==> config.mk <==
export PLATFORM = sky130hd
export DESIGN_NAME = lsu_pipelined_read
export DESIGN_NICKNAME = d
export VERILOG_FILES = /design/src/logic/lsu_pkg.sv /design/src/logic/lsu_flow_if.sv /design/src/logic/lsu_read_issue.sv /design/src/logic/lsu_segment_queue.sv /design/src/logic/lsu_return_fifo.sv /design/src/logic/lsu_pipelined_read.sv
export SDC_FILE = /design/constraint.sdc
export NUM_CORES = 1
export LEC_CHECK = 0
export ABC_AREA = 1
export BUFFER_PORTS_ARGS = -buffer_cell sky130_fd_sc_hd__buf_4
export CORE_ASPECT_RATIO = 0.75
export CORE_MARGIN = 4
export CORE_UTILIZATION = 25
export CTS_CLUSTER_SIZE = 24
export DETAILED_ROUTE_END_ITERATION = 10
export PLACE_DENSITY = 0.53
export SYNTH_ARGS = -nofsm -noshare
export SYNTH_HDL_FRONTEND = slang
export SYNTH_SLANG_ARGS = --single-unit
==> constraint.sdc <==
create_clock -name clk -period 2.6 [get_ports clk]
set_clock_uncertainty 0.15 [all_clocks]
set_input_delay 0.39 -clock clk [delete_from_list [all_inputs] [get_ports clk]]
set_output_delay 0.39 -clock clk [all_outputs]
set_load 0.03 [all_outputs]
==> src/logic/lsu_pkg.sv <==
// Load unit package with bus geometry, pending limit and the bus word views
`default_nettype none

package lsu_pkg;

  // Byte address width of the request and memory ports
  localparam int ADDR_W = 32;

  // Returned word geometry
  localparam int WORD_BYTES = 4;
  localparam int WORD_W = 8 * WORD_BYTES;

  // Memory bus word geometry
  localparam int BUS_BYTES = 32;
  localparam int BUS_W = 8 * BUS_BYTES;

  // Address bits below a bus word and below a word
  localparam int BYTE_SEL_W = $clog2(BUS_BYTES);
  localparam int ALIGN_W = $clog2(WORD_BYTES);

  // Word position inside the bus word
  localparam int SEG_W = BYTE_SEL_W - ALIGN_W;
  localparam int NUM_SEGS = 2 ** SEG_W;

  // Reads accepted but not yet taken downstream and the depth of both queues
  localparam int MAX_PENDING = 8;
  // Counter holds 0 up to MAX_PENDING inclusive
  localparam int PEND_W = $clog2(MAX_PENDING + 1);
  // Queue pointer width that wraps naturally for a power-of-two depth
  localparam int PTR_W = $clog2(MAX_PENDING);

  // Bus word seen flat at the memory port or as an array of words by segment
  typedef union packed {
    logic [BUS_W-1:0] flat;
    logic [NUM_SEGS-1:0][WORD_W-1:0] seg;
  } bus_word_u;

endpackage

`default_nettype wire

==> src/logic/lsu_flow_if.sv <==
// Stage link carrying accepted requests, steered words and downstream pops
`timescale 1ns/1ps
`default_nettype none

interface lsu_flow_if;
  import lsu_pkg::*;

  // Request taken by the memory bus this cycle
  logic accept;
  // Word position of the accepted request inside its bus word
  logic [SEG_W-1:0] seg;

  // Steered word returning from memory
  logic word_valid;
  logic [WORD_W-1:0] word;

  // Head word taken by the downstream consumer
  logic pop;

  modport issue (
    output accept,
    output seg,
    input pop
  );

  modport steer (
    input accept,
    input seg,
    output word_valid,
    output word
  );

  modport drain (
    input word_valid,
    input word,
    output pop
  );

endinterface

`default_nettype wire

==> src/logic/lsu_read_issue.sv <==
// Read issue stage forwarding requests to memory and limiting reads in flight
`timescale 1ns/1ps
`default_nettype none

module lsu_read_issue (
  input wire logic clk,
  input wire logic reset,
  input wire logic i_valid,
  input wire logic [lsu_pkg::ADDR_W-1:0] i_address,
  input wire logic i_avm_waitrequest,
  output logic o_stall,
  output logic o_avm_read,
  output logic [lsu_pkg::ADDR_W-1:0] o_avm_address,
  output logic o_active,
  lsu_flow_if.issue flow
);
  import lsu_pkg::*;

  // Reads accepted but not yet popped downstream
  logic [PEND_W-1:0] pend_cnt;
  // Room for one more read in the return FIFO
  logic ready;

  // Full once every return slot is promised to a read
  assign ready = (pend_cnt != PEND_W'(MAX_PENDING));

  // Stall on a full pending count or a busy memory bus
  assign o_stall = !ready || i_avm_waitrequest;

  // Request goes straight through in the same cycle
  assign o_avm_read = i_valid && ready;

  // Address aligned down to the bus word
  assign o_avm_address = {i_address[ADDR_W-1:BYTE_SEL_W], {BYTE_SEL_W{1'b0}}};

  // Transfer happens only when memory does not hold the bus
  assign flow.accept = o_avm_read && !i_avm_waitrequest;

  // Word select bits ride along to the segment queue
  assign flow.seg = i_address[ALIGN_W +: SEG_W];

  always_ff @(posedge clk or posedge reset)
  begin
    if (reset)
    begin
      pend_cnt <= '0;
      o_active <= 1'b0;
    end
    else
    begin
      // Activity lags the count by one cycle
      o_active <= (pend_cnt != '0);
      // Accept and pop in the same cycle cancel out
      case ({flow.accept, flow.pop})
        2'b10: pend_cnt <= pend_cnt + 1'b1;
        2'b01: pend_cnt <= pend_cnt - 1'b1;
        default: pend_cnt <= pend_cnt;
      endcase
    end
  end

endmodule

`default_nettype wire

==> src/logic/lsu_segment_queue.sv <==
// Segment index queue that steers the addressed word out of each bus word
`timescale 1ns/1ps
`default_nettype none

module lsu_segment_queue (
  input wire logic clk,
  input wire logic reset,
  input wire logic i_avm_readdatavalid,
  input wire lsu_pkg::bus_word_u i_avm_readdata,
  lsu_flow_if.steer flow
);
  import lsu_pkg::*;

  // One segment index per read still waiting for its data
  logic [SEG_W-1:0] seg_mem [MAX_PENDING];
  logic [PTR_W-1:0] wr_ptr;
  logic [PTR_W-1:0] rd_ptr;
  // Index of the oldest outstanding read
  logic [SEG_W-1:0] head_seg;

  // Responses come back in order, so the head always matches
  assign head_seg = seg_mem[rd_ptr];

  // Storage written on every accepted request
  always_ff @(posedge clk)
  begin
    if (flow.accept)
    begin
      seg_mem[wr_ptr] <= flow.seg;
    end
  end

  // Pointer update
  always_ff @(posedge clk or posedge reset)
  begin
    if (reset)
    begin
      wr_ptr <= '0;
      rd_ptr <= '0;
    end
    else
    begin
      if (flow.accept)
      begin
        wr_ptr <= wr_ptr + 1'b1;
      end
      // Pop as the matching response arrives
      if (i_avm_readdatavalid)
      begin
        rd_ptr <= rd_ptr + 1'b1;
      end
    end
  end

  // Steered word is ready in the response cycle
  assign flow.word_valid = i_avm_readdatavalid;
  assign flow.word = i_avm_readdata.seg[head_seg];

endmodule

`default_nettype wire

==> src/logic/lsu_return_fifo.sv <==
// Return FIFO holding steered words in order until downstream takes them
`timescale 1ns/1ps
`default_nettype none

module lsu_return_fifo (
  input wire logic clk,
  input wire logic reset,
  input wire logic i_stall,
  output logic o_valid,
  output logic [lsu_pkg::WORD_W-1:0] o_readdata,
  lsu_flow_if.drain flow
);
  import lsu_pkg::*;

  // Word storage as deep as the pending limit
  logic [WORD_W-1:0] data_mem [MAX_PENDING];
  logic [PTR_W-1:0] wr_ptr;
  logic [PTR_W-1:0] rd_ptr;
  // Words held, 0 up to MAX_PENDING
  logic [PEND_W-1:0] occ_cnt;

  // Head is visible once the count has moved past zero
  assign o_valid = (occ_cnt != '0);
  assign o_readdata = data_mem[rd_ptr];

  // Head leaves when downstream is not stalling
  assign flow.pop = o_valid && !i_stall;

  always_ff @(posedge clk)
  begin
    if (flow.word_valid)
    begin
      data_mem[wr_ptr] <= flow.word;
    end
  end

  always_ff @(posedge clk or posedge reset)
  begin
    if (reset)
    begin
      wr_ptr <= '0;
      rd_ptr <= '0;
      occ_cnt <= '0;
    end
    else
    begin
      if (flow.word_valid)
      begin
        wr_ptr <= wr_ptr + 1'b1;
      end
      if (flow.pop)
      begin
        rd_ptr <= rd_ptr + 1'b1;
      end
      // Occupancy moves only on a lone push or a lone pop
      case ({flow.word_valid, flow.pop})
        2'b10: occ_cnt <= occ_cnt + 1'b1;
        2'b01: occ_cnt <= occ_cnt - 1'b1;
        default: occ_cnt <= occ_cnt;
      endcase
    end
  end

endmodule

`default_nettype wire

==> src/logic/lsu_pipelined_read.sv <==
// Pipelined read unit joining issue, segment steering and return buffering
`timescale 1ns/1ps
`default_nettype none

module lsu_pipelined_read (
  input wire logic clk,
  input wire logic reset,
  // Upstream request side
  input wire logic i_valid,
  input wire logic [lsu_pkg::ADDR_W-1:0] i_address,
  output logic o_stall,
  // Downstream result side
  output logic o_valid,
  output logic [lsu_pkg::WORD_W-1:0] o_readdata,
  input wire logic i_stall,
  // Status
  output logic o_active,
  // Avalon memory master
  output logic [lsu_pkg::ADDR_W-1:0] o_avm_address,
  output logic o_avm_read,
  input wire logic i_avm_waitrequest,
  input wire logic [lsu_pkg::BUS_W-1:0] i_avm_readdata,
  input wire logic i_avm_readdatavalid
);
  import lsu_pkg::*;

  // Returned bus word in its union form
  bus_word_u avm_word;

  lsu_flow_if flow0 ();

  assign avm_word.flat = i_avm_readdata;

  lsu_read_issue issue0 (
    .clk(clk),
    .reset(reset),
    .i_valid(i_valid),
    .i_address(i_address),
    .i_avm_waitrequest(i_avm_waitrequest),
    .o_stall(o_stall),
    .o_avm_read(o_avm_read),
    .o_avm_address(o_avm_address),
    .o_active(o_active),
    .flow(flow0.issue)
  );

  lsu_segment_queue steer0 (
    .clk(clk),
    .reset(reset),
    .i_avm_readdatavalid(i_avm_readdatavalid),
    .i_avm_readdata(avm_word),
    .flow(flow0.steer)
  );

  lsu_return_fifo drain0 (
    .clk(clk),
    .reset(reset),
    .i_stall(i_stall),
    .o_valid(o_valid),
    .o_readdata(o_readdata),
    .flow(flow0.drain)
  );

endmodule

`default_nettype wire

==> flow_summary.toml <==
[route]
via_per_inst = 4.56
drc = 0
via_count = 13500
routed_wirelength_um = 54600
first_pass_iters = 5
drt_iter0_drc = 902
antenna_left = 0
drt-wirelength-per-cell_um = 18.4

[logic_synthesis]
synthSimpleGateAreaFrac_pct = 24.6
ys_types = 28
synth-xor-area-share_pct = 0.877
synthAdderAreaFrac_pct = 0.783
synth_top_family_by_area = "simple AND/OR/NAND/NOR gates"
ys_seq_elements = 301
synth.yosys.seq_area_share_pct = 55.9
syn_inst = 1749
async_flop_share_pct = 6.98
synth_mux_area_share_pct = 0
synth_ff_type = "edfxtp_1"
netlist_area_um2 = 16000
synth_edf_count = 280
synth.avg_cell_area_um2 = 9.13
synth_compound_area_share_pct = 7.13
ys_warn_count = 0

[hold_path]
min_path_type = "primary input to flip-flop"
min_from = "i_stall"
min_path_cells = 4
min_to = "drain0.rd_ptr[0]"

[sta]
tightest_slew_ns = 0.820
finalSetupViolations = 32
rsz0062_at_grt = "true"
max_slew_margin_pct = 45.3
max_clock_freq_mhz = 360
slew_viol_final = 0
layout_min_cycle_time_ns = 2.77
finalWorstSetupSlack_ns = -0.174
setup-tns-final_ns = -3.12
fin_crit_sh_pct = 107
hold_violations = 0

[place]
gp_congestion = 0.866
dp_slack_ns = -0.0431
dp_hpwl_um = 36200
placedInstanceArea_um2 = 19500
port-buffer-count = 300

[setup_path]
ff2ff_path_depth = 13
critPathRequiredTime_ns = 2.06
start_kind = "flip-flop"
cp.arrival_ns = 2.23
reg2reg_from = "steer0.rd_ptr[0]"
timing.reg2reg.setup_slack_ns = 0.14
crit_fanout = 7
rr_endpoint = "drain0.data_mem[7][14]"
cp-end-kind = "primary output"
critPathKind = "flip-flop to primary output"

[finish]
drive_gt1_share_pct = 28.4
post-route-cell-area_um2 = 21700
final_cell_mix = "buf_4 (343), nand2_1 (295), edfxtp_1 (280)"
final_nets = 2387
area_growth_pct = 35.9
final_common_cell = "buf_4"
antenna_cells = 0

[global_routing]
grt_overflow = 0
grt_max_degree = 61
grt_pass1_vias = 13400
grt_pass1_wl_um = 79400
antenna_found_initial = 0
track_usage_pct = 15.2

[clocking]
clk_pin_slew_ns = 0.06
cts.sinks = 301
cts_made_buffers = 34
cts_tree = "done"
clkLatencyLatePin_ns = 0.51
cts-root-buf = "clkbuf_16"
clock_path_buffers = 3
ctsHtreeMaxLevel = 2

[power_and_ir_drop]
ir_drop_v = 0.000651
powerDensity_nw_per_um2 = 1530
leakagePower_nw = 9.20

[job]
cap_violations = 0

[floorplan]
start_util_pct = 25.5
die_h_um = 227
num_rows = 79
io_pins = 362
dieArea_um2 = 68100
die_w_um = 300
core_um2 = 62700

[outcome]
violations = "setup timing"
status = "complete, but fails checks"
[area by class of cell]
type | count | area, µm²
multi-input cells | 1109 | 5730
well taps | 850 | 1060
clock buffers | 43 | 906
clock inverters | 17 | 118
fillers | 6388 | 41000
repair buffers | 439 | 4190
inverters | 198 | 761
flip-flops and latches | 301 | 8940
[Yosys cell counts, drive strengths merged (2+ instances only)]
cell	number	area, µm²
o22ai	32	200
a31oi	32	200
dfrtp	21	526
a22o	2	17.5
a21oi	7	35.0
xnor2	4	35.0
ha	10	125
or2	3	18.8
o21ai	137	686
edfxtp	280	8410
nand3b	96	721
nand2	346	1360
inv	198	743
xor2	12	105
clkbuf	44	165
nand3	178	911
nor2	244	918
buf	101	796
[critical path: stages (launching register included)]
cell and delay (ns):
dfrtp_4 0.57, clkinv_8 0.12, buf_12 0.15, buf_8 0.13, nor2_1 0.04, o22ai_1 0.16, nor2_1 0.06, a31oi_1 0.18
buf_4 0.17, buf_6 0.13
[worst max-delay path by stage]
stage / startpoint / to / slack [ns] / cells after the start
floorplan: i_avm_readdatavalid / drain0.data_mem[0][0] / -0.41 / 4
global placement: steer0.rd_ptr[0] / drain0.data_mem[7][31] / -0.02 / 12
detailed placement: steer0.rd_ptr[0] / drain0.data_mem[7][31] / -0.04 / 12
CTS: drain0.rd_ptr[0] / o_readdata[4] / -0.18 / 9
global route: drain0.rd_ptr[0] / o_readdata[4] / -0.26 / 9
finish: drain0.rd_ptr[0] / o_readdata[4] / -0.17 / 9
[power by group]
group	internal (mW)	switching (mW)
combinational	7.25	12.7
sequential	8.46	0.421
clock	2.57	1.87
total	18.3	15.0
[kinds of logic (layout without fill, tap and decap cells)]
| family | count (synthesis) | after routing |
|---|---|---|
| buffers and inverters | 343 | 697 |
| other | 1 | 5 |
| AOI/OAI and AO/OA | 210 | 210 |
| xor gates and xnor gates | 16 | 16 |
| adders and majority gates | 10 | 10 |
| and+or+nand+nor | 868 | 868 |
| DFF | 301 | 301 |
[stage by stage]
stage	util, %	hold WS [ns]	power (mW)	std cells
final	34.6	0.0740	33.3	2957
after detailed placement	31.1	0.367	26.3	2854
after global placement	31.1	0.345	26.0	2854
after floorplan	-	0.217	19.5	1753
after CTS	33.7	0.0602	32.1	2941
after global routing	34.6	0.0767	35.6	2957
[layer usage]
metal	up-vias	part of all wire [%]	GRT usage, %
met2	495	45	24.3
met4	0	1.9	3.74
li1	6466	-	-
met3	56	7.1	3.24
met1	6469	46	21.0
met5	-	0	0
[registers in the layout, summed over array words and instances, names as in the netlist]
register,flops
drain0.rd_ptr,3
steer0.seg_mem,24
issue0.pend_cnt,4
steer0.rd_ptr,3
issue0.o_active,1
drain0.data_mem,256
steer0.wr_ptr,3
drain0.occ_cnt,4
drain0.wr_ptr,3
[what timing repair did]
action,4_1_cts,5_1_grt
hold buffers,5,0
buffers inserted,15,9
setup endpoints to repair,48,286
gates cloned,7,10
endpoints found under the hold margin,48,0
pin swaps,2,34
resized for setup,71,115
(Power assumes the default switching activity.)
